--- config.mk ---
export PLATFORM = sky130hd
export DESIGN_NAME = emem_write_path
export DESIGN_NICKNAME = d
export VERILOG_FILES = /design/src/design/emem_pkg.sv /design/src/design/emem_write_path.sv
export SDC_FILE = /design/constraint.sdc
export NUM_CORES = 1
export LEC_CHECK = 0
export ABC_AREA = 1
export BUFFER_PORTS_ARGS = -buffer_cell sky130_fd_sc_hd__buf_2
export CAP_MARGIN = 10
export CORE_AREA = 5 5 72 74
export DETAILED_ROUTE_END_ITERATION = 10
export DIE_AREA = 0 0 77 79
export PLACE_DENSITY = 0.79
export SYNTH_ARGS = -nofsm -noshare
export SYNTH_HDL_FRONTEND = slang
export SYNTH_SLANG_ARGS = --single-unit
--- constraint.sdc ---
create_clock -name vclk -period 1.65
set_input_delay 0.33 -clock vclk [all_inputs]
set_output_delay 0.33 -clock vclk [all_outputs]
set_load 0.01 [all_outputs]
--- src/design/emem_pkg.sv ---
package emem_pkg;

   // Mesh data and address widths
   localparam int DW = 32;
   localparam int AW = 32;

   // Memory is 64 bits wide and addressed by word
   localparam int MAW       = 16;
   localparam int MEM_WORDS = 1 << MAW;

   // Access size carried in every mesh packet
   typedef enum logic [1:0] {
      DM_BYTE   = 2'b00,
      DM_SHORT  = 2'b01,
      DM_WORD   = 2'b10,
      DM_DOUBLE = 2'b11
   } datamode_e;

   // Mesh packet, 104 bits
   // For doubles srcaddr carries the upper 32 data bits
   typedef struct packed {
      logic [AW-1:0] srcaddr;
      logic [DW-1:0] data;
      logic [AW-1:0] dstaddr;
      logic [4:0]    ctrlmode;
      datamode_e     datamode;
      logic          write;
   } emesh_packet_t;

   // Two 32-bit halves of a memory word
   typedef struct packed {
      logic [DW-1:0] hi;
      logic [DW-1:0] lo;
   } mem_half_t;

   // One memory word, seen as byte lanes or as two halves
   // Lane 0 is the least significant byte
   typedef union packed {
      logic [7:0][7:0] bytes;
      mem_half_t       half;
   } mem_word_u;

   // What a read needs to remember until its reply goes out
   typedef struct packed {
      datamode_e     datamode;
      logic [4:0]    ctrlmode;
      logic [2:0]    align;
      logic [AW-1:0] retaddr;
   } reply_ctx_t;

endpackage

--- src/design/emem_write_path.sv ---
`timescale 1ns/1ps

module emem_write_path (
   input  emem_pkg::emesh_packet_t   packet,
   output logic [emem_pkg::MAW-1:0]  addr,
   output emem_pkg::mem_word_u       din,
   output logic [7:0]                wen
);
   import emem_pkg::*;

   logic [2:0] lane;
   logic [7:0] size_mask;

   // Byte offset inside the 64-bit word
   assign lane = packet.dstaddr[2:0];

   // Drop the byte offset to get the word address
   assign addr = packet.dstaddr[MAW+2:3];

   // Replicate narrow data into every lane it could land in,
   // the mask then picks the lanes that are actually written
   always_comb
   begin
      case (packet.datamode)
         DM_BYTE:
         begin
            din.bytes = {8{packet.data[7:0]}};
         end
         DM_SHORT:
         begin
            din.bytes = {4{packet.data[15:0]}};
         end
         DM_WORD:
         begin
            din.bytes = {2{packet.data}};
         end
         default:
         begin
            // Double, upper half comes from srcaddr
            din.half = '{hi: packet.srcaddr, lo: packet.data};
         end
      endcase
   end

   // Lanes touched by an access of this size at this offset
   always_comb
   begin
      case (packet.datamode)
         DM_BYTE:
         begin
            size_mask = 8'b0000_0001 << lane;
         end
         DM_SHORT:
         begin
            // Pair 2k, 2k+1
            size_mask = 8'b0000_0011 << {lane[2:1], 1'b0};
         end
         DM_WORD:
         begin
            size_mask = lane[2] ? 8'b1111_0000 : 8'b0000_1111;
         end
         default:
         begin
            size_mask = 8'b1111_1111;
         end
      endcase
   end

   // Read requests leave the array untouched
   assign wen = packet.write ? size_mask : 8'h00;

endmodule

==> flow_summary.ini <==
[sta]
tightest_slew_ns = 0.280
fin_crit_ns = 1.59
finalCritPeriodShare_pct = 96.3
rsz0062_at_grt = true
finalSetupViolCount = 0
clock.fmax_mhz = 629
slew_headroom_pct = 81.3
hold_viol = 0
fin_tns_setup_ns = 0
drv_slew = 0

[placed_design]
placed_area_um2 = 1880
portBuffers = 142
dp_cells = 416
dpl.hpwl_mm = 4.58
place.gp.congestion = 0.823

[worst_setup_path]
worstPathArrival_ns = 1.26
startpoint_type = input pin
crit_path_end_kind = primary output
startpoint = packet[1]
required_ns = 1.32
cp_max_fo = 8
critPathKind = in -> out
setup.worst_path.end = din[28]

[floorplan]
fp-row-count = 25
die_h_um = 79
initial_core_util_pct = 27.4
coreArea_um2 = 4540
num_io_pins = 192
die-area_um2 = 6080
fp.dieW_um = 77

[route]
top_layer = met4
wl_met3_um = 594
routed_via_density = 4.78
drtAntennaViolNets = 0
met2WireLength_mm = 2.69
vias = 1993
wl_met1_mm = 1.94
drt_pass1_iterations = 4
wl_mm = 5.36
wire_per_inst_um = 12.8
first_iter_violations = 59
drc = 0

[flow_run]
drv_cap = 0

[yosys]
syn_nets = 348
synth.distinct_cells = 18
synth_top_area_share_pct = 28.1
synthesis.area_um2 = 1240
avgSynthCellArea_um2 = 5.10
postSynthCellCount = 244
synth-seq-area-share_pct = 0
yosysTopAreaCell = nand2_1
yosysWarnings = 0
synthTopCellsByArea = nand2_1 28%, buf_4 16%, nand4_1 8.0%, nor2_1 7.8%, inv_1 6.3%

[worst_hold_path]
min_path_type = in -> out

[global_routing]
grt_pass1_wl_mm = 8.18
grt_max_degree = 28
gr-total-overflow = 0
grt_usage_pct = 15.7
antenna_found_initial = 0
grt_pass1_vias = 1808

[final_layout]
area_growth_syn_to_layout_pct = 54.0
clkbuf_count = 0
seq_cells = 0
fin_nets = 469
post-route-cell-area_um2 = 1920
fillers = 488
n_antenna_cell = 0
final_util_pct = 42.2
drive_gt1_share_pct = 49.0
final_cells = 417
seq_area_um2 = 0

[pwr]
ir_worst_vdd_v = 0.000110
fin_total_pwr_mw = 0.615
p_leak_nw = 1.18
powerDensity_nw_per_um2 = 321

[clock_network]
cts.repair.resized = 0
cts_hold_buf = 0
post-cts-setup-buffer-count = 0

[run_status]
status = finished, final reports clean
==> final cells by class <==
class              count  area [um2]  area share, %
inverters             24        95.1           4.96
multi-input cells    186         897           46.8
repair buffers       153         856           44.7
well taps             54        67.6           3.53
==> cell families after synthesis <==
group | Yosys count | synth area share [%]
AOI/OAI and AO/OA | 24 | 13.3
buffers and inverters | 59 | 29.8
and+or+nand+nor | 161 | 56.9
==> stage by stage <==
stage / hold WS (ns) / worst slack [ns]
final: 0.660 / 0.0607
after global routing: 0.660 / -0.0267
after CTS: 0.660 / 0.0121
after detailed placement: 0.660 / 0.0171
after global placement: 0.660 / 0.0170
after floorplan: 0.752 / 0.288
==> how the worst min path moves through the flow <==
stage / start / end / cells past startpoint
2_1_floorplan: packet[11] / addr[0] / 1
3_3_place_gp: packet[24] / addr[13] / 0
3_5_place_dp: packet[24] / addr[13] / 0
4_1_cts: packet[24] / addr[13] / 0
5_1_grt: packet[17] / addr[6] / 0
6_report: packet[21] / addr[10] / 0
==> metal layers <==
| layer | global-route usage (%) | vias to the layer above |
|---|---|---|
| met5 | 0 | - |
| met4 | 3.95 | 0 |
| met3 | 3.40 | 20 |
| met2 | 30.2 | 106 |
| met1 | 17.3 | 867 |
| li1 | - | 1000 |
==> power breakdown <==
part | switching [mW] | internal [mW]
registers | 0 | 0
logic | 0.346 | 0.269
clock network | 0 | 0
total | 0.346 | 0.269
==> worst max-delay path: stages <==
cell,delay [ns]
clkbuf_4,0.18
buf_6,0.16
nor2_4,0.23
nand2_1,0.12
nand4_1,0.10
buf_2,0.13
==> placed cells by master (no fill, tap or decap) <==
cell | Yosys | layout
inv_2 | 2 | 1
o211ai_1 | 3 | 3
nand3_1 | 13 | 13
nand2_1 | 93 | 90
nor2_1 | 26 | 26
inv_1 | 21 | 21
o211ai_2 | 5 | 5
clkbuf_4 | 0 | 2
nor2_4 | 2 | 3
nand4_1 | 16 | 16
o21ai_0 | 8 | 8
nand2_2 | 3 | 5
inv_4 | 1 | 2
nor2_2 | 7 | 7
buf_6 | 6 | 2
buf_2 | 3 | 140
nand2_4 | 1 | 2
buf_4 | 26 | 5
buf_12 | 0 | 4
a21oi_1 | 8 | 8
==> cell usage after synthesis <==
library cell / count
inv_4: 1
nand2_2: 3
inv_2: 2
buf_2: 3
nor2_4: 2
inv_1: 21
nand2_4: 1
nor2_2: 7
buf_4: 26
o21ai_0: 8
nor2_1: 26
a21oi_1: 8
o211ai_1: 3
nand2_1: 93
buf_6: 6
nand3_1: 13
nand4_1: 16
o211ai_2: 5
Note: power is estimated with default switching activity, not from simulation.
