**src/design/emem_pkg.sv**
```systemverilog
package emem_pkg;

   // Mesh data and address widths
   localparam int DW = 32;
   localparam int AW = 32;

   // Memory is 64 bits wide and addressed by word
   localparam int MAW       = 16;
   localparam int MEM_WORDS = 1 << MAW;

   // Access size carried in every mesh packet
   typedef enum logic [1:0] {
      DM_BYTE   = 2'b00,
      DM_SHORT  = 2'b01,
      DM_WORD   = 2'b10,
      DM_DOUBLE = 2'b11
   } datamode_e;

   // Mesh packet, 104 bits
   // For doubles srcaddr carries the upper 32 data bits
   typedef struct packed {
      logic [AW-1:0] srcaddr;
      logic [DW-1:0] data;
      logic [AW-1:0] dstaddr;
      logic [4:0]    ctrlmode;
      datamode_e     datamode;
      logic          write;
   } emesh_packet_t;

   // Two 32-bit halves of a memory word
   typedef struct packed {
      logic [DW-1:0] hi;
      logic [DW-1:0] lo;
   } mem_half_t;

   // One memory word, seen as byte lanes or as two halves
   // Lane 0 is the least significant byte
   typedef union packed {
      logic [7:0][7:0] bytes;
      mem_half_t       half;
   } mem_word_u;

   // What a read needs to remember until its reply goes out
   typedef struct packed {
      datamode_e     datamode;
      logic [4:0]    ctrlmode;
      logic [2:0]    align;
      logic [AW-1:0] retaddr;
   } reply_ctx_t;

endpackage

```
**src/design/emem_read_align.sv**
```systemverilog
`timescale 1ns/1ps

module emem_read_align (
   input  emem_pkg::mem_word_u      dout,
   input  emem_pkg::reply_ctx_t     ctx,
   output emem_pkg::emesh_packet_t  packet
);
   import emem_pkg::*;

   logic [7:0]    sel_byte;
   logic [15:0]   sel_short;
   logic [DW-1:0] sel_word;
   logic [DW-1:0] data;
   logic [AW-1:0] upper;

   // Candidate lanes for each size
   assign sel_byte = dout.bytes[ctx.align];

   // Short lane pair chosen by align bits 2 and 1
   assign sel_short = {dout.bytes[{ctx.align[2:1], 1'b1}],
                       dout.bytes[{ctx.align[2:1], 1'b0}]};

   assign sel_word = ctx.align[2] ? dout.half.hi : dout.half.lo;

   // Shift down to bit 0 and zero-extend
   always_comb
   begin
      case (ctx.datamode)
         DM_BYTE:
         begin
            data = {{(DW-8){1'b0}}, sel_byte};
         end
         DM_SHORT:
         begin
            data = {{(DW-16){1'b0}}, sel_short};
         end
         DM_WORD:
         begin
            data = sel_word;
         end
         default:
         begin
            data = dout.half.lo;
         end
      endcase
   end

   // Upper half rides in srcaddr, only for doubles
   assign upper = (ctx.datamode == DM_DOUBLE) ? dout.half.hi : '0;

   // Reply goes back as a write to the requester
   always_comb
   begin
      packet.srcaddr  = upper;
      packet.data     = data;
      packet.dstaddr  = ctx.retaddr;
      packet.ctrlmode = ctx.ctrlmode;
      packet.datamode = ctx.datamode;
      packet.write    = 1'b1;
   end

endmodule

```
**config.mk**
```make
export PLATFORM = sky130hd
export DESIGN_NAME = emem_read_align
export DESIGN_NICKNAME = d
export VERILOG_FILES = /design/src/design/emem_pkg.sv /design/src/design/emem_read_align.sv
export SDC_FILE = /design/constraint.sdc
export NUM_CORES = 1
export LEC_CHECK = 0
export BUFFER_PORTS_ARGS = -buffer_cell sky130_fd_sc_hd__buf_4
export CORE_AREA = 2 2 82 84
export DETAILED_ROUTE_END_ITERATION = 7
export DIE_AREA = 0 0 84 86
export PLACE_DENSITY = 0.71
export REMOVE_ABC_BUFFERS = 1
export SYNTH_ARGS = -nofsm -noshare
export SYNTH_HDL_FRONTEND = slang
export SYNTH_SLANG_ARGS = --single-unit
```
**constraint.sdc**
```tcl
create_clock -name vclk -period 1.6
set_input_delay 0.08 -clock vclk [all_inputs]
set_output_delay 0.08 -clock vclk [all_outputs]
set_load 0.05 [all_outputs]
```
==> impl_metrics.ini, run 1 <==
[cells_and_area]
numSequentialCells = 0
layout-drive-gt1-share = 0.537
syn2layout_area_growth_pct = 47.5
finish.net_count = 458
clock_buffers = 0
layout_commonest_cell = sky130_fd_sc_hd__buf_4
commonest_cells_after_routing_fill_and_taps_aside = 155 x sky130_fd_sc_hd__buf_4, 57 x sky130_fd_sc_hd__nand2_1, 32 x sky130_fd_sc_hd__and3_1
fillers = 637
sequential_cell_area_um2 = 0
finish.cell_count_without_fillers = 427
n_antenna_cell = 0

[synthesis]
post_synth.cell_area_avg_um2 = 7.21
largest_family_of_logic_cells_by_synthesized_area = simple AND/OR/NAND/NOR gates
synth_simple_gate_area_frac = 0.280
synth_mux_area_frac = 0.255
synth_largest_type_area_fraction = 0.170
synth_fa_ha_area_frac = 0
synthesis.yosys.warnings = 0
synth_area_mm2 = 0.00185
synth.yosys.seq_area_share = 0
synth_cells = 257
compound_cell_area_share_of_the_yosys_netlist = 0.222
synth.top_cells.by_area = sky130_fd_sc_hd__buf_4 17%, sky130_fd_sc_hd__mux4_2 17%, sky130_fd_sc_hd__nand2_1 12%, sky130_fd_sc_hd__and3_1 11%, sky130_fd_sc_hd__a21boi_0 6.5%
netlist-cell-type-count = 28
post-synth-top-area-cell = sky130_fd_sc_hd__buf_4
yosys.area_share.xor_xnor = 0

[drt]
avgViaCountPerCell = 5.46
drtIter0Drc = 95
routed_len_inst_um = 20.4
drt-pass1-iter-count = 4
detail_route.wirelength_um = 8690
route.detailed.drc = 0
dr_total_vias = 2333
route.antenna.remaining_nets = 0

[die]
core_area_mm2 = 0.00628
num_rows = 29
chipHeight_um = 86
initial_core_util = 0.295
die_width_um = 84
die-area_mm2 = 0.00722
num_io_pins = 210

[sta]
final_period_minus_worst_setup_slack_ps = 1560
grt_setup_unrepaired = true
setup_violations = 0
finalMaxSlewViolations = 0
layout_worst_path_cycle_share = 0.975
achievable-frequency_mhz = 641
final_hold_viol_count = 0
setup_total_negative_slack_ps = 0

[setup_path]
worstSetupEndpointType = output port
worstPathArrival_ps = 1480
critical_path_required_ps = 1520
crit_fanout = 14
worst-setup-path-type = in2out
cp-start-kind = input pin

[status]
outcome = completed

[place]
dpl.hpwl_um = 7130
placer_congestion = 0.798
port_buffers = 135
numPlacedInstances = 427

[power_and_ir_drop]
irDropWorstVdd_v = 0.000194
p_per_area_mw_per_mm2 = 424
p_leak_nw = 1.44

[grt]
grt_pass1_wl_um = 13000
grt_start_max_net_pins = 24
vias_in_the_first_global_route = 2273
grt-ovfl-total = 0
grt_use_total = 0.228
antenna_found_initial = 0

[worst_hold_path]
min_path_cells = 0
worstHoldStart = ctx[15]
end_of_the_worst_hold_path = packet[23]
hold_class = in2out

[flow_run]
max_cap_viol_count = 0
[what timing repair did]
action,in CTS,in global routing
resized for setup,2,1
pin swaps,0,0
hold buffers,0,0
endpoints found under the setup margin,5,3
buffers inserted,0,0
cloned,0,0
[power by group]
part	switching [mW]	internal, mW
Sequential	0	0
Combinational	0.695	0.464
Clock	0	0
[critical path, stage by stage]
cell and delay [ps]:
sky130_fd_sc_hd__buf_8 160, sky130_fd_sc_hd__mux4_1 590, sky130_fd_sc_hd__mux2_2 280, sky130_fd_sc_hd__a22o_1 180, sky130_fd_sc_hd__buf_4 180
[kinds of logic after synthesis]
logic type,after synthesis
buffers and inverters,70
AND/OR/NAND/NOR,105
other,1
multiplexers,27
AO/OA/AOI/OAI,54
[stage by stage]
stage	setup WS [ps]	utilization	power [mW]	hold slack [ps]	cell area (um2)
floorplan	-770	-	0.651	160	1430
global placement	-70.1	0.434	1.15	160	2720
detailed placement	-94.5	0.434	1.16	160	2720
CTS	19.0	0.435	1.17	160	2730
global route	-33.7	0.436	1.23	160	2730
finish	40.2	0.436	1.16	160	2730
[synth_stat cells (2+ instances only)]
library cell,count
sky130_fd_sc_hd__nand2_1,57
sky130_fd_sc_hd__mux2i_1,4
sky130_fd_sc_hd__a21oi_1,3
sky130_fd_sc_hd__mux4_2,14
sky130_fd_sc_hd__nand2b_1,2
sky130_fd_sc_hd__buf_2,9
sky130_fd_sc_hd__a22o_1,4
sky130_fd_sc_hd__inv_1,5
sky130_fd_sc_hd__and3_1,32
sky130_fd_sc_hd__and2_1,8
sky130_fd_sc_hd__o21ai_0,5
sky130_fd_sc_hd__a21boi_0,16
sky130_fd_sc_hd__a211oi_2,7
sky130_fd_sc_hd__a31oi_1,11
sky130_fd_sc_hd__a311oi_1,2
sky130_fd_sc_hd__buf_4,42
sky130_fd_sc_hd__mux2_2,8
sky130_fd_sc_hd__buf_6,2
sky130_fd_sc_hd__nor2b_1,3
sky130_fd_sc_hd__a21o_1,4
sky130_fd_sc_hd__clkbuf_1,12
[final cells by class]
cell class | count | area [um2] | area share
multi-input cells | 187 | 1410 | 0.515
repair buffers | 158 | 1210 | 0.443
well taps | 77 | 96.3 | 0.0352
inverters | 5 | 18.8 | 0.00686
[routing by layer]
metal / up-vias / part of all wire / track usage
met1: 1057 / 0.40 / 0.301
met2: 193 / 0.41 / 0.325
met4: 4 / 0.0083 / 0.0147
li1: 1061 / - / -
met3: 18 / 0.16 / 0.134
met5: - / 0.012 / 0.119
[worst max path at each step]
stage | startpoint | endpoint | slack (ps) | cells after the start
2_1_floorplan | ctx[34] | packet[56] | -770 | 3
3_3_place_gp | ctx[34] | packet[49] | -70 | 5
3_5_place_dp | ctx[34] | packet[49] | -90 | 5
4_1_cts | ctx[34] | packet[49] | 20 | 5
5_1_grt | ctx[34] | packet[45] | -30 | 6
6_report | ctx[34] | packet[49] | 40 | 5
No activity file was read; power rests on OpenSTA's default activity.
==> inputs of run 2 (changes only) <==
CELL_PAD_IN_SITES_DETAIL_PLACEMENT = 1   (was not set)
CELL_PAD_IN_SITES_GLOBAL_PLACEMENT = 1   (was not set)
CORE_AREA = not set   (was 2 2 82 84)
CORE_UTILIZATION = 22   (was not set)
DIE_AREA = not set   (was 0 0 84 86)
GPL_TIMING_DRIVEN = 0   (was not set)
PLACE_DENSITY = not set   (was 0.71)
PLACE_DENSITY_LB_ADDON = 0.1   (was not set)
clock period = 1.7 ns   (was 1.6 ns; I/O delays follow)
==> run 2 against run 1 <==
Net effect: core utilization decreased by 11 points; worst hold slack better by 9.8 ps; final area decreased by 2.0%; die area increased by 22%; final cell count grew 2.1%; first-iteration DRC count increased by 3.2%; count of clock-buffer cells in the layout unchanged; combinational power shrank 9%; routed wire length shrank 4.6%; critical path depth unchanged; total power down 8.2%; critical path type unchanged; critical endpoint unchanged; largest cell class unchanged; largest power group unchanged; highest routed layer unchanged.
==> impl_metrics.ini, run 2 (same netlist as run 1, synthesis figures left out) <==
[sta]
final_hold_viol_count = 0
finalMaxSlewViolations = 0
grt_setup_unrepaired = false
achievable-frequency_mhz = 611
layout_worst_path_cycle_share = 0.963
worst_pin_slew_ps = 561
worst_slew_margin_rel = 0.626
final_period_minus_worst_setup_slack_ps = 1640
setup_violations = 0

[drt]
detail_route.wirelength_um = 8290
drt-pass1-iter-count = 6
route.antenna.remaining_nets = 0
routed_len_inst_um = 19.0
drtIter0Drc = 98
dr_total_vias = 2176
route.detailed.drc = 0
avgViaCountPerCell = 4.99

[power_and_ir_drop]
p_per_area_mw_per_mm2 = 397
design_power_total_mw = 1.06
irDropWorstVdd_v = 0.000195
p_leak_nw = 1.38

[cells_and_area]
layout_commonest_cell = sky130_fd_sc_hd__buf_4
clock_buffers = 0
n_antenna_cell = 0
finish.net_count = 439
layout-drive-gt1-share = 0.526
sequential_cell_area_um2 = 0
syn2layout_area_growth_pct = 44.6
numSequentialCells = 0
commonest_cells_after_routing_fill_and_taps_aside = 133 x sky130_fd_sc_hd__buf_4, 57 x sky130_fd_sc_hd__nand2_1, 32 x sky130_fd_sc_hd__and3_1
postLayoutCellArea_mm2 = 0.00268

[place]
placer_congestion = 0.692
port_buffers = 135
placement.cell_area_mm2 = 0.00259
dpl.hpwl_um = 6140

[die]
initial_core_util = 0.227
core_area_mm2 = 0.00818
num_io_pins = 210
die-area_mm2 = 0.00879
chipHeight_um = 93.8
num_rows = 33
die_width_um = 93.8

[worst_hold_path]
hold_class = in2out
worstHoldStart = ctx[12]
end_of_the_worst_hold_path = packet[20]
min_path_cells = 0

[grt]
grt_start_max_net_pins = 80
vias_in_the_first_global_route = 2131
grt-ovfl-total = 0
grt_pass1_wl_um = 12200
grt_use_total = 0.178
antenna_found_initial = 0

[status]
outcome = completed

[cts]
ctsHoldBuffers = 0

[setup_path]
critical_path_required_ps = 1620
cp-start-kind = input pin
worstSetupEndpointType = output port
worstPathArrival_ps = 1550
worst-setup-path-type = in2out
cp-startpoint = ctx[34]
crit_fanout = 30

[flow_run]
max_cap_viol_count = 0
==> run 2: cell count changes in the layout (fill, tap and decap cells not counted), sizes merged <==
cell and delta:
buf -19
==> run 2: worst max-delay path by stage <==
stage | slack, ps | cells past startpoint | endpoint
global placement | -1550 | 6 | packet[40]
detailed placement | -880 | 6 | packet[40]
finish | 60 | 5 | packet[49]
floorplan | -680 | 3 | packet[56]
global route | 20 | 5 | packet[49]
CTS | -8 | 6 | packet[40]
==> run 2: worst max-delay path, cell delays in order <==
cell and delay [ps]:
sky130_fd_sc_hd__buf_12 180, sky130_fd_sc_hd__mux4_1 620, sky130_fd_sc_hd__mux2_2 280, sky130_fd_sc_hd__a22o_1 180
sky130_fd_sc_hd__buf_4 190
==> run 2: what timing repair did <==
item                       CTS  global route
setup endpoints to repair   31             6
setup buffers                0             3
pin swaps                    0             0
gates resized for setup     15             4
==> run 2: layout make-up <==
| type | instances | area, um2 |
|---|---|---|
| fillers | 1028 | 5500 |
| repair buffers | 139 | 1090 |
| well taps | 105 | 131 |
| multi-input cells | 187 | 1440 |
| inverters | 5 | 18.8 |
==> run 2: metal layers <==
| metal | part of all wire | global-route usage |
|---|---|---|
| met1 | 0.46 | 0.251 |
| met2 | 0.39 | 0.243 |
| met3 | 0.14 | 0.0995 |
| met4 | 0.00012 | 0 |
| met5 | 0.0046 | 0.0705 |
==> run 2: stage by stage <==
step / utilization / hold WS (ps) / TNS (ps) / std cells / worst slack, ps
2_1_floorplan: - / 170 / -14390 / 192 / -680
3_3_place_gp: 0.314 / 170 / -37120 / 432 / -1550
3_5_place_dp: 0.316 / 170 / -10750 / 433 / -875
4_1_cts: 0.324 / 170 / -7.58 / 433 / -7.58
5_1_grt: 0.328 / 170 / 0 / 436 / 17.8
6_report: 0.328 / 170 / 0 / 436 / 62.5
==> run 2: power breakdown <==
group | internal [mW] | leakage [nW] | total (mW) | switching (mW)
Combinational | 0.417 | 1.38 | 1.06 | 0.647
Sequential | 0 | 0 | 0 | 0
Clock | 0 | 0 | 0 | 0
Total | 0.417 | 1.38 | 1.06 | 0.647
